`src/source/engine_io_pkg.sv`:
```
package engine_io_pkg;

    // register data word on the bus.
    typedef logic [15:0] word_t;

    // bus register addresses.
    typedef enum logic [3:0] {
        REG_USTIMER0       = 4'd0,
        REG_MSTIMER0       = 4'd1,
        REG_MSTIMER1       = 4'd2,
        REG_POWER_DUTY     = 4'd3,
        // read only, holds the last captured coil period.
        REG_IGN_CAPTURE    = 4'd4,
        REG_EFI_LEN_US     = 4'd5,
        REG_IGN_TIMEOUT    = 4'd6,
        REG_SOFT_EVENT     = 4'd7,
        REG_EVENT_PRIORITY = 4'd8
    } reg_addr_e;

    // number of decoded registers, sizes the load strobe vector.
    localparam int NUM_REGS = int'(REG_EVENT_PRIORITY) + 1;

    // event indices, a lower index is more urgent.
    typedef enum logic [3:0] {
        EV_NONE           = 4'd0,
        EV_POWER_LOST     = 4'd1,
        EV_IGN_CAPTURE    = 4'd2,
        EV_IGN_TIMEOUT    = 4'd3,
        EV_PUFF_END       = 4'd4,
        EV_USTIMER0       = 4'd5,
        EV_MSTIMER0       = 4'd6,
        EV_MSTIMER1       = 4'd7,
        EV_IGN_SWITCH_OFF = 4'd8,
        EV_IGN_SWITCH_ON  = 4'd9,
        EV_SOFT0          = 4'd10,
        EV_SOFT1          = 4'd11,
        EV_SOFT2          = 4'd12,
        EV_SOFT3          = 4'd13
    } event_idx_e;

    localparam int NUM_EVENTS = 14;
    // relay PWM duty field width.
    localparam int DUTY_W = 6;
    // soft-event bit that holds the event controller in reset.
    localparam int SOFT_RESET_BIT = 15;

endpackage
```
`src/source/tick_if.sv`:
```
`timescale 1ns/1ps

interface tick_if;

    // microsecond strobe that keeps running through halt.
    logic us_pulse_raw;
    // microsecond strobe, stopped while halted.
    logic us_pulse;
    // one strobe per ignition tick of gated microseconds.
    logic tick_pulse;
    // one strobe per millisecond of ticks.
    logic ms_pulse;

    modport src (output us_pulse_raw, us_pulse, tick_pulse, ms_pulse);
    modport sink (input us_pulse_raw, us_pulse, tick_pulse, ms_pulse);

endinterface

```
`src/source/engine_io_top.sv`:
```
`timescale 1ns/1ps

module engine_io_top import engine_io_pkg::*; #(
    parameter int CLK_PER_US    = 50,
    parameter int US_PER_TICK   = 20,
    parameter int TICKS_PER_MS  = 50,
    parameter int PWM_PERIOD_US = 50,
    parameter int BLANK_TICKS   = 80
) (
    input  logic       sysclk,
    input  logic       rst_n,
    input  logic       wr_en,
    input  logic       rd_en,
    input  reg_addr_e  addr,
    input  word_t      wr_data,
    input  logic       halt,
    input  logic       power_lost,
    input  logic       ignition_switch_off,
    input  logic       ign_coil_lo,
    output word_t      rd_data,
    output logic       power_relay_pwm,
    output logic       injector_open,
    output logic       irq,
    output logic [1:0] scope
);

    logic [NUM_REGS-1:0]   load;
    word_t                 load_data;
    word_t                 ustimer0_val, mstimer0_val, mstimer1_val;
    logic                  ustimer0_expired, mstimer0_expired, mstimer1_expired;
    word_t                 power_status, ign_capture_val, priority_val;
    word_t                 efi_len_us, ign_timeout_len, soft_event;
    logic                  power_lost_sync, ign_switch_off_sync;
    logic                  capture, timeout, puff;
    logic [NUM_EVENTS-1:0] event_vec;

    tick_if ticks ();

    timebase #(
        .CLK_PER_US(CLK_PER_US), .US_PER_TICK(US_PER_TICK), .TICKS_PER_MS(TICKS_PER_MS)
    ) u_timebase (.sysclk(sysclk), .rst_n(rst_n), .halt(halt), .ticks(ticks));

    reg_map u_reg_map (
        .sysclk(sysclk), .rst_n(rst_n), .wr_en(wr_en), .rd_en(rd_en),
        .addr(addr), .wr_data(wr_data),
        .ustimer0_val(ustimer0_val), .mstimer0_val(mstimer0_val),
        .mstimer1_val(mstimer1_val), .power_status(power_status),
        .ign_capture_val(ign_capture_val), .priority_val(priority_val),
        .load(load), .load_data(load_data), .rd_data(rd_data),
        .efi_len_us(efi_len_us), .ign_timeout_len(ign_timeout_len),
        .soft_event(soft_event)
    );

    // microsecond timer, then the two millisecond timers.
    countdown_timer u_ustimer0 (
        .sysclk(sysclk), .rst_n(rst_n), .load(load[REG_USTIMER0]), .load_data(load_data),
        .count_event(ticks.us_pulse), .count(ustimer0_val), .expired(ustimer0_expired)
    );
    countdown_timer u_mstimer0 (
        .sysclk(sysclk), .rst_n(rst_n), .load(load[REG_MSTIMER0]), .load_data(load_data),
        .count_event(ticks.ms_pulse), .count(mstimer0_val), .expired(mstimer0_expired)
    );
    countdown_timer u_mstimer1 (
        .sysclk(sysclk), .rst_n(rst_n), .load(load[REG_MSTIMER1]), .load_data(load_data),
        .count_event(ticks.ms_pulse), .count(mstimer1_val), .expired(mstimer1_expired)
    );

    power_relay #(.PWM_PERIOD_US(PWM_PERIOD_US)) u_power_relay (
        .sysclk(sysclk), .rst_n(rst_n), .ticks(ticks),
        .duty_load(load[REG_POWER_DUTY]), .load_data(load_data),
        .power_lost(power_lost), .ignition_switch_off(ignition_switch_off),
        .power_status(power_status), .power_lost_sync(power_lost_sync),
        .ign_switch_off_sync(ign_switch_off_sync), .power_relay_pwm(power_relay_pwm)
    );

    ignition_capture #(.BLANK_TICKS(BLANK_TICKS)) u_ignition_capture (
        .sysclk(sysclk), .rst_n(rst_n), .ticks(ticks), .ign_coil_lo(ign_coil_lo),
        .ign_capture_val(ign_capture_val), .capture(capture), .timeout(timeout)
    );

    injector_timer u_injector_timer (
        .sysclk(sysclk), .rst_n(rst_n), .ticks(ticks), .capture(capture),
        .efi_len_us(efi_len_us), .ign_timeout_len(ign_timeout_len),
        .injector_open(injector_open), .puff(puff)
    );

    // event inputs in event_idx_e order, index 0 tied low.
    assign event_vec = {soft_event[3:0], !ign_switch_off_sync, ign_switch_off_sync,
                        mstimer1_expired, mstimer0_expired, ustimer0_expired,
                        puff, timeout, capture, power_lost_sync, 1'b0};

    event_controller u_event_controller (
        .sysclk(sysclk), .rst_n(rst_n), .soft_reset(soft_event[SOFT_RESET_BIT]),
        .event_in(event_vec), .priority_load(load[REG_EVENT_PRIORITY]),
        .load_data(load_data), .priority_val(priority_val), .irq(irq)
    );

    // soft-event bits brought out for a scope probe.
    assign scope = soft_event[14:13];

endmodule

```
`src/source/event_controller.sv`:
```
`timescale 1ns/1ps

module event_controller import engine_io_pkg::*; (
    input  logic                  sysclk,
    input  logic                  rst_n,
    input  logic                  soft_reset,
    input  logic [NUM_EVENTS-1:0] event_in,
    input  logic                  priority_load,
    input  word_t                 load_data,
    output word_t                 priority_val,
    output logic                  irq
);

    logic [NUM_EVENTS-1:0] event_last;
    logic [NUM_EVENTS-1:0] pending;
    logic [NUM_EVENTS-1:0] rise;
    logic [NUM_EVENTS-1:0] ack_mask;
    event_idx_e            ack_idx;

    // rising edges only, index 0 never becomes pending.
    always_comb begin
        rise          = event_in & ~event_last;
        rise[EV_NONE] = 1'b0;
    end

    // the written index acknowledges that one event.
    assign ack_idx  = event_idx_e'(load_data[3:0]);
    assign ack_mask = priority_load ? (NUM_EVENTS'(1) << ack_idx) : '0;

    // history starts high, so inputs already high at reset raise nothing.
    always_ff @(posedge sysclk or negedge rst_n) begin
        if (!rst_n) begin
            event_last <= '1;
            pending    <= '0;
        end else if (soft_reset) begin
            event_last <= '1;
            pending    <= '0;
        end else begin
            event_last <= event_in;
            // a new edge wins over an acknowledge in the same cycle.
            pending    <= (pending & ~ack_mask) | rise;
        end
    end

    // lowest pending index is the most urgent.
    always_comb begin
        priority_val = '0;
        for (int i = NUM_EVENTS - 1; i > 0; i--) begin
            if (pending[i]) priority_val = word_t'(i);
        end
    end

    assign irq = |pending;

endmodule

```
`src/source/injector_timer.sv`:
```
`timescale 1ns/1ps

module injector_timer import engine_io_pkg::*; (
    input  logic  sysclk,
    input  logic  rst_n,
    tick_if.sink  ticks,
    input  logic  capture,
    input  word_t efi_len_us,
    input  word_t ign_timeout_len,
    output logic  injector_open,
    output logic  puff
);

    word_t limp_cnt;
    word_t us_left;
    logic  limp_fire;
    logic  start;
    logic  last_us;

    // limp mode fires a puff when the engine gives no captures.
    // a zero length leaves limp mode off.
    assign limp_fire = (ign_timeout_len != '0) && (limp_cnt >= ign_timeout_len);
    assign start     = (capture || limp_fire) && (efi_len_us != '0);
    assign last_us   = injector_open && ticks.us_pulse && (us_left == word_t'(1));

    always_ff @(posedge sysclk or negedge rst_n) begin
        if (!rst_n) begin
            limp_cnt <= '0;
        end else if (capture || limp_fire) begin
            limp_cnt <= '0;
        end else if (ticks.tick_pulse) begin
            limp_cnt <= limp_cnt + word_t'(1);
        end
    end

    // a new start retriggers a puff that is still running.
    always_ff @(posedge sysclk or negedge rst_n) begin
        if (!rst_n) begin
            injector_open <= 1'b0;
            us_left       <= '0;
            puff          <= 1'b0;
        end else begin
            if (start) begin
                injector_open <= 1'b1;
                us_left       <= efi_len_us;
            end else if (injector_open && ticks.us_pulse) begin
                us_left <= us_left - word_t'(1);
                if (last_us) injector_open <= 1'b0;
            end
            // one-cycle strobe at the end of each puff.
            puff <= last_us && !start;
        end
    end

endmodule

```
`src/source/ignition_capture.sv`:
```
`timescale 1ns/1ps

module ignition_capture import engine_io_pkg::*; #(
    parameter int BLANK_TICKS = 80
) (
    input  logic  sysclk,
    input  logic  rst_n,
    tick_if.sink  ticks,
    input  logic  ign_coil_lo,
    output word_t ign_capture_val,
    output logic  capture,
    output logic  timeout
);

    logic  coil_meta;
    logic  coil_sync;
    logic  coil_last;
    logic  coil_edge;
    word_t tick_cnt;

    // coil input is active low, invert before synchronizing.
    always_ff @(posedge sysclk or negedge rst_n) begin
        if (!rst_n) begin
            coil_meta <= 1'b0;
            coil_sync <= 1'b0;
            coil_last <= 1'b0;
        end else begin
            coil_meta <= !ign_coil_lo;
            coil_sync <= coil_meta;
            coil_last <= coil_sync;
        end
    end

    assign coil_edge = coil_sync && !coil_last;
    // edges inside the blanking window are treated as ringing.
    assign capture   = coil_edge && (tick_cnt > word_t'(BLANK_TICKS));
    // top bit of the counter marks a stalled engine.
    assign timeout   = tick_cnt[15];

    always_ff @(posedge sysclk or negedge rst_n) begin
        if (!rst_n) begin
            tick_cnt <= '0;
        end else if (capture || timeout) begin
            tick_cnt <= '0;
        end else if (ticks.tick_pulse) begin
            tick_cnt <= tick_cnt + word_t'(1);
        end
    end

    // period in ticks, taken from the counter before it clears.
    always_ff @(posedge sysclk or negedge rst_n) begin
        if (!rst_n) begin
            ign_capture_val <= '0;
        end else if (capture) begin
            ign_capture_val <= tick_cnt;
        end
    end

endmodule

```
`src/source/power_relay.sv`:
```
`timescale 1ns/1ps

module power_relay import engine_io_pkg::*; #(
    parameter int PWM_PERIOD_US = 50
) (
    input  logic  sysclk,
    input  logic  rst_n,
    tick_if.sink  ticks,
    input  logic  duty_load,
    input  word_t load_data,
    input  logic  power_lost,
    input  logic  ignition_switch_off,
    output word_t power_status,
    output logic  power_lost_sync,
    output logic  ign_switch_off_sync,
    output logic  power_relay_pwm
);

    logic [DUTY_W-1:0] duty;
    logic [DUTY_W-1:0] period_cnt;
    logic              power_lost_meta;
    logic              ign_off_meta;

    // period counter runs on the raw strobe, so halt does not drop the relay.
    always_ff @(posedge sysclk or negedge rst_n) begin
        if (!rst_n) begin
            period_cnt <= '0;
        end else if (ticks.us_pulse_raw) begin
            if (period_cnt == DUTY_W'(PWM_PERIOD_US - 1)) begin
                period_cnt <= '0;
            end else begin
                period_cnt <= period_cnt + DUTY_W'(1);
            end
        end
    end

    always_ff @(posedge sysclk or negedge rst_n) begin
        if (!rst_n) begin
            duty                <= '0;
            power_lost_meta     <= 1'b0;
            power_lost_sync     <= 1'b0;
            ign_off_meta        <= 1'b0;
            ign_switch_off_sync <= 1'b0;
        end else begin
            if (duty_load) duty <= load_data[DUTY_W-1:0];
            // two-flop synchronizers for the board inputs.
            power_lost_meta     <= power_lost;
            power_lost_sync     <= power_lost_meta;
            ign_off_meta        <= ignition_switch_off;
            ign_switch_off_sync <= ign_off_meta;
        end
    end

    // high while the count is below duty, so duty 0 keeps the relay off.
    assign power_relay_pwm = (period_cnt < duty);

    // duty field in the low bits, input states at bits 6 and 7.
    assign power_status = word_t'({ign_switch_off_sync, power_lost_sync, duty});

endmodule

```
`src/source/countdown_timer.sv`:
```
`timescale 1ns/1ps

module countdown_timer import engine_io_pkg::*; (
    input  logic  sysclk,
    input  logic  rst_n,
    input  logic  load,
    input  word_t load_data,
    input  logic  count_event,
    output word_t count,
    output logic  expired
);

    logic step;

    // decrement only while there is something left.
    assign step = count_event && (count != '0);

    always_ff @(posedge sysclk or negedge rst_n) begin
        if (!rst_n) begin
            count   <= '0;
            expired <= 1'b0;
        end else begin
            // a load wins over a pending decrement.
            if (load) begin
                count <= load_data;
            end else if (step) begin
                count <= count - word_t'(1);
            end
            // pulse together with the count reaching zero.
            expired <= !load && step && (count == word_t'(1));
        end
    end

endmodule

```
`src/source/reg_map.sv`:
```
`timescale 1ns/1ps

module reg_map import engine_io_pkg::*; (
    input  logic                sysclk,
    input  logic                rst_n,
    input  logic                wr_en,
    input  logic                rd_en,
    input  reg_addr_e           addr,
    input  word_t               wr_data,
    input  word_t               ustimer0_val,
    input  word_t               mstimer0_val,
    input  word_t               mstimer1_val,
    input  word_t               power_status,
    input  word_t               ign_capture_val,
    input  word_t               priority_val,
    output logic [NUM_REGS-1:0] load,
    output word_t               load_data,
    output word_t               rd_data,
    output word_t               efi_len_us,
    output word_t               ign_timeout_len,
    output word_t               soft_event
);

    word_t rd_sel;

    // one strobe per register, the capture register cannot be written.
    always_comb begin
        for (int i = 0; i < NUM_REGS; i++) begin
            load[i] = wr_en && (addr == reg_addr_e'(i)) && (i != int'(REG_IGN_CAPTURE));
        end
    end

    // peripherals take the bus word on the same edge as their strobe.
    assign load_data = wr_data;

    // plain data registers owned here.
    always_ff @(posedge sysclk or negedge rst_n) begin
        if (!rst_n) begin
            efi_len_us      <= '0;
            ign_timeout_len <= '0;
            soft_event      <= '0;
        end else begin
            if (load[REG_EFI_LEN_US]) efi_len_us <= wr_data;
            if (load[REG_IGN_TIMEOUT]) ign_timeout_len <= wr_data;
            if (load[REG_SOFT_EVENT]) soft_event <= wr_data;
        end
    end

    // read mux.
    always_comb begin
        case (addr)
            REG_USTIMER0:       rd_sel = ustimer0_val;
            REG_MSTIMER0:       rd_sel = mstimer0_val;
            REG_MSTIMER1:       rd_sel = mstimer1_val;
            REG_POWER_DUTY:     rd_sel = power_status;
            REG_IGN_CAPTURE:    rd_sel = ign_capture_val;
            REG_EFI_LEN_US:     rd_sel = efi_len_us;
            REG_IGN_TIMEOUT:    rd_sel = ign_timeout_len;
            REG_SOFT_EVENT:     rd_sel = soft_event;
            REG_EVENT_PRIORITY: rd_sel = priority_val;
            default:            rd_sel = '0;
        endcase
    end

    // read data is valid the cycle after rd_en and holds until the next read.
    always_ff @(posedge sysclk or negedge rst_n) begin
        if (!rst_n) begin
            rd_data <= '0;
        end else if (rd_en) begin
            rd_data <= rd_sel;
        end
    end

endmodule

```
`src/source/timebase.sv`:
```
`timescale 1ns/1ps

module timebase #(
    parameter int CLK_PER_US   = 50,
    parameter int US_PER_TICK  = 20,
    parameter int TICKS_PER_MS = 50
) (
    input  logic sysclk,
    input  logic rst_n,
    input  logic halt,
    tick_if.src  ticks
);

    localparam int DIV_W  = $clog2(CLK_PER_US + 1);
    localparam int US_W   = $clog2(US_PER_TICK + 1);
    localparam int TICK_W = $clog2(TICKS_PER_MS + 1);

    logic [DIV_W-1:0]  div_cnt;
    logic [US_W-1:0]   us_cnt;
    logic [TICK_W-1:0] tick_cnt;

    // cycle divider wraps on its own, independent of halt.
    assign ticks.us_pulse_raw = (div_cnt == DIV_W'(CLK_PER_US - 1));
    // halt only masks the strobe.
    assign ticks.us_pulse     = ticks.us_pulse_raw && !halt;
    assign ticks.tick_pulse   = ticks.us_pulse && (us_cnt == US_W'(US_PER_TICK - 1));
    assign ticks.ms_pulse     = ticks.tick_pulse && (tick_cnt == TICK_W'(TICKS_PER_MS - 1));

    always_ff @(posedge sysclk or negedge rst_n) begin
        if (!rst_n) begin
            div_cnt  <= '0;
            us_cnt   <= '0;
            tick_cnt <= '0;
        end else begin
            div_cnt <= ticks.us_pulse_raw ? '0 : div_cnt + DIV_W'(1);
            // microseconds within the current tick.
            if (ticks.tick_pulse) begin
                us_cnt <= '0;
            end else if (ticks.us_pulse) begin
                us_cnt <= us_cnt + US_W'(1);
            end
            // ticks within the current millisecond.
            if (ticks.ms_pulse) begin
                tick_cnt <= '0;
            end else if (ticks.tick_pulse) begin
                tick_cnt <= tick_cnt + TICK_W'(1);
            end
        end
    end

endmodule

```
`config.mk`:
```
export PLATFORM = sky130hd
export DESIGN_NAME = engine_io_top
export DESIGN_NICKNAME = d
export VERILOG_FILES = /design/src/source/engine_io_pkg.sv /design/src/source/tick_if.sv /design/src/source/engine_io_top.sv /design/src/source/event_controller.sv /design/src/source/injector_timer.sv /design/src/source/ignition_capture.sv /design/src/source/power_relay.sv /design/src/source/countdown_timer.sv /design/src/source/reg_map.sv /design/src/source/timebase.sv
export SDC_FILE = /design/constraint.sdc
export NUM_CORES = 1
export LEC_CHECK = 0
export BUFFER_PORTS_ARGS = -buffer_cell sky130_fd_sc_hd__buf_2
export CORE_MARGIN = 10
export CORE_UTILIZATION = 50
export CTS_CLUSTER_SIZE = 12
export DETAILED_ROUTE_END_ITERATION = 16
export PLACE_DENSITY = 0.77
export SLEW_MARGIN = 25
export SYNTH_ARGS = -nofsm -noshare
export SYNTH_HDL_FRONTEND = slang
export SYNTH_SLANG_ARGS = --single-unit
```
`constraint.sdc`:
```
create_clock -name sysclk -period 3.6 [get_ports sysclk]
set_input_delay 1.08 -clock sysclk [delete_from_list [all_inputs] [get_ports sysclk]]
set_output_delay 1.08 -clock sysclk [all_outputs]
set_load 0.02 [all_outputs]
```
==> out/metrics.yaml <==
setup_path:
  critPathRequiredTime_ps: 2520
  rrSetupSlack_ps: 570
  path_max_fanout: 5
  crit_family: "compound AO/OA/AOI/OAI gates"
  critPathCaptureType: "output port"
  crit_path_start_kind: "register"
  critical_path.n_buffers_inverters: 1
  critical-path-max-stage-delay_ps: 440
  critical_path.cell_chain: "ha_1, a21o_1, a21o_1, a21o_1, a21o_1, a21oi_1, buf_2"
  worst-setup-path-type: "reg -> out"
  path_common_cell: "sky130_fd_sc_hd__a21o_1"
  critical_path_arrival_ps: 2280
  crit_slowest_cell: "sky130_fd_sc_hd__dfrtp_1"
detailed_routing:
  detail_route.iter0.violations: 1119
  number_of_antenna_violating_nets_in_the_routed_design: 0
  wire_per_inst_um: 21.2
  detail_route.first_pass.iterations: 6
  vias: 10200
  postRouteWirelength_um: 34900
  post_drt_via_cell_ratio: 6.18
  drc: 0
finish:
  design_area_um2: 14300
  fin_nets: 1366
  layout.cells.most_common: "sky130_fd_sc_hd__dfrtp_1"
  finalCoreUtilization_pct: 56.9
  antenna_cells_inserted: 0
  drive_gt1_share_pct: 18.4
  fillerInstances: 2118
  area_growth_pct: 12.6
  layout.cells.most_common_list: "231 x sky130_fd_sc_hd__dfrtp_1, 120 x sky130_fd_sc_hd__nor2_1, 82 x sky130_fd_sc_hd__mux2_2"
placed_design:
  dpl_worst_slack_ps: 657
  finalWeightedCongestion: 0.918
  port-buffer-count: 48
  dpl_cell_area_um2: 13300
  dp_hpwl_um: 24800
clock_network:
  post_cts.resized_instances: 0
  numCtsBuffers: 27
  cts_setup_buffers: 0
  clk-insertion-delay-late_ps: 560
  cts_max_path_buffers: 3
  cts.root.buffer_cell: "sky130_fd_sc_hd__clkbuf_16"
  cts.sink_count: 244
  ctsHoldBuffers: 0
  h-tree-depth: 1
  clock_tree_from_tritoncts: "done"
  worst_setup_hold_path_clk_slew_ps: 60
floorplan:
  core.rowCount: 58
  core_area_um2: 25000
  dieWidth_um: 179
  dieArea_um2: 32100
  start_util_pct: 50.5
  vert_die_dim_um: 179
  ioPinCount: 49
timing:
  setup_viol: 0
  maxSlewHeadroom_pct: 39.9
  final_worst_setup_slack_ps: 240
  finalSetupTns_ps: 0
  fin_crit_ps: 3360
  period_share_pct: 93.3
  slew_violations: 0
  max_freq_mhz: 298
  final.setup_skew_ps: 24.2
  hold_viol_final: 0
  setup_repair_after_global_routing_missed_its_margin: "false"
  worst_slew_pin_slew_ps: 901
min_path:
  hold_path.class: "reg -> reg"
global_route:
  antenna_found_initial: 0
  global_route.usage.total_pct: 21.6
  gr-total-overflow: 0
  grt_start_max_net_pins: 85
  via_count_of_the_first_global_routing_pass: 9948
  wire_length_of_the_first_global_routing_pass_um: 55200
synthesis:
  synth.net_count: 1321
  synth_flop_cell: "sky130_fd_sc_hd__dfrtp_1"
  netlist_area_um2: 12700
  post_synth_edffs: 0
  synth-async-reset-ratio_pct: 100
  synth_cell_types: 67
  seq_area_frac_synth_pct: 48.4
  ys_ff_latch: 244
  mean_cell_area_of_the_mapped_netlist_um2: 10.1
  yosys_warnings: 0
  synthesis.instances: 1254
power:
  p_total_mw: 8.09
  power.switching_fraction_pct: 29.4
  p_leak_nw: 6.23
  switchingPower_mw: 2.38
  clock_network_power_share_pct: 35.9
  power_report.internal_total_mw: 5.71
  p_seq_share_pct: 46.0
  worst_ir_drop_on_vdd_mv: 0.461
  power.combinational.fraction_pct: 18.1
  cellPowerDensity_nw_per_um2: 568
job:
  drv_cap: 0
status:
  status: "finished, final reports clean"
## cells in the mapped netlist, types with 5 or more instances
library cell                number  area [um^2]
sky130_fd_sc_hd__or3_1          28          175
sky130_fd_sc_hd__a21oi_1        75          375
sky130_fd_sc_hd__nand2b_1       25          156
sky130_fd_sc_hd__xnor2_1        52          455
sky130_fd_sc_hd__o21ai_0        53          265
sky130_fd_sc_hd__or4_1           8         60.1
sky130_fd_sc_hd__mux2i_1         5         50.1
sky130_fd_sc_hd__a22oi_1        36          270
sky130_fd_sc_hd__xor2_1         33          289
sky130_fd_sc_hd__nand4_1        26          163
sky130_fd_sc_hd__nor4_1         27          169
sky130_fd_sc_hd__and4_1          5         43.8
sky130_fd_sc_hd__mux2_2         82          923
sky130_fd_sc_hd__nor2_1        120          450
sky130_fd_sc_hd__nor2b_1         6         37.5
sky130_fd_sc_hd__nand3b_1        6         45.0
sky130_fd_sc_hd__nand3_1        31          155
sky130_fd_sc_hd__ha_1           39          488
sky130_fd_sc_hd__nand2_1        71          267
sky130_fd_sc_hd__a21o_1         16          120
sky130_fd_sc_hd__inv_1          50          188
sky130_fd_sc_hd__a222oi_1        9         90.1
sky130_fd_sc_hd__dfrtp_1       231         5780
sky130_fd_sc_hd__dfstp_2        13          342
sky130_fd_sc_hd__a31oi_1        23          144
sky130_fd_sc_hd__clkbuf_1       46          173
sky130_fd_sc_hd__o2bb2ai_1       6         52.6
sky130_fd_sc_hd__or2_2          16          100
sky130_fd_sc_hd__nor3_1         45          225
## metrics by stage
step / hold WS (ps) / cells
4_1_cts: 350 / 1648
2_1_floorplan: 331 / 1254
3_3_place_gp: 334 / 1600
6_report: 348 / 1648
5_1_grt: 359 / 1648
3_5_place_dp: 337 / 1600
## worst register-to-register path: stages, from the launching register on
cell and delay [ps]:
sky130_fd_sc_hd__dfrtp_1 400, sky130_fd_sc_hd__inv_1 60, sky130_fd_sc_hd__ha_1 330, sky130_fd_sc_hd__a2111oi_0 420, sky130_fd_sc_hd__o21ai_0 190, sky130_fd_sc_hd__a211oi_1 300
sky130_fd_sc_hd__o311ai_2 190, sky130_fd_sc_hd__nand2_1 610, sky130_fd_sc_hd__mux2_2 420
## per-layer routing
layer	part of all wire (%)	track usage, %
met5	0	0
met4	3.6	7.93
met3	8.7	3.33
met2	46	35.0
met1	41	28.8
## sequential cells by signal, indices dropped and copies added, names as in the netlist, 16 cells and up
signal / cells
u_ignition_capture.ign_capture_val: 16
u_ignition_capture.tick_cnt: 16
u_injector_timer.limp_cnt: 16
u_injector_timer.us_left: 16
u_mstimer0.count: 16
u_mstimer1.count: 16
u_reg_map.efi_len_us: 16
u_reg_map.ign_timeout_len: 16
u_reg_map.rd_data: 16
u_reg_map.soft_event: 16
u_ustimer0.count: 16
## kinds of logic (layout without fill, tap and decap cells)
group / Yosys count / in the layout / synth area share, %
AOI/OAI and AO/OA: 247 / 247 / 12.4
and+or+nand+nor: 445 / 445 / 18.5
xor gates and xnor gates: 85 / 85 / 5.88
muxes: 87 / 87 / 7.69
buffers and inverters: 107 / 171 / 3.29
DFF: 244 / 244 / 48.4
adders and majority gates: 39 / 39 / 3.86
## power groups by stage
| stage | registers, mW | logic (mW) | clock network (mW) |
|---|---|---|---|
| 2_1_floorplan | 3.57 | 1.12 | 0 |
| 3_3_place_gp | 3.73 | 1.39 | 0 |
| 3_5_place_dp | 3.75 | 1.45 | 0 |
| 4_1_cts | 3.71 | 1.47 | 2.93 |
| 5_1_grt | 3.77 | 1.64 | 3.05 |
| 6_report | 3.72 | 1.46 | 2.91 |
## final cells by class
type,count,area [um^2],share of cell area (%)
Inverter,50,188,1.32
Tap cell,330,413,2.90
Multi-Input combinational cell,903,6120,43.0
Sequential cell,244,6120,43.0
Clock inverter,9,160,1.12
Clock buffer,39,771,5.41
Timing Repair Buffer,73,475,3.34
## worst paths after layout
check / startpoint / to / cells past startpoint
min: u_power_relay.ign_off_meta / u_power_relay.ign_switch_off_sync / 0
max in group asynchronous: rst_n / u_mstimer1.count[1] / 2
max reg2reg: u_reg_map.ign_timeout_len[5] / u_injector_timer.us_left[12] / 8
min in group asynchronous: rst_n / u_ignition_capture.coil_last / 1
min reg2reg: u_power_relay.ign_off_meta / u_power_relay.ign_switch_off_sync / 0
max: u_power_relay.period_cnt[1] / power_relay_pwm / 7
No activity file was read; power rests on OpenSTA's default activity.
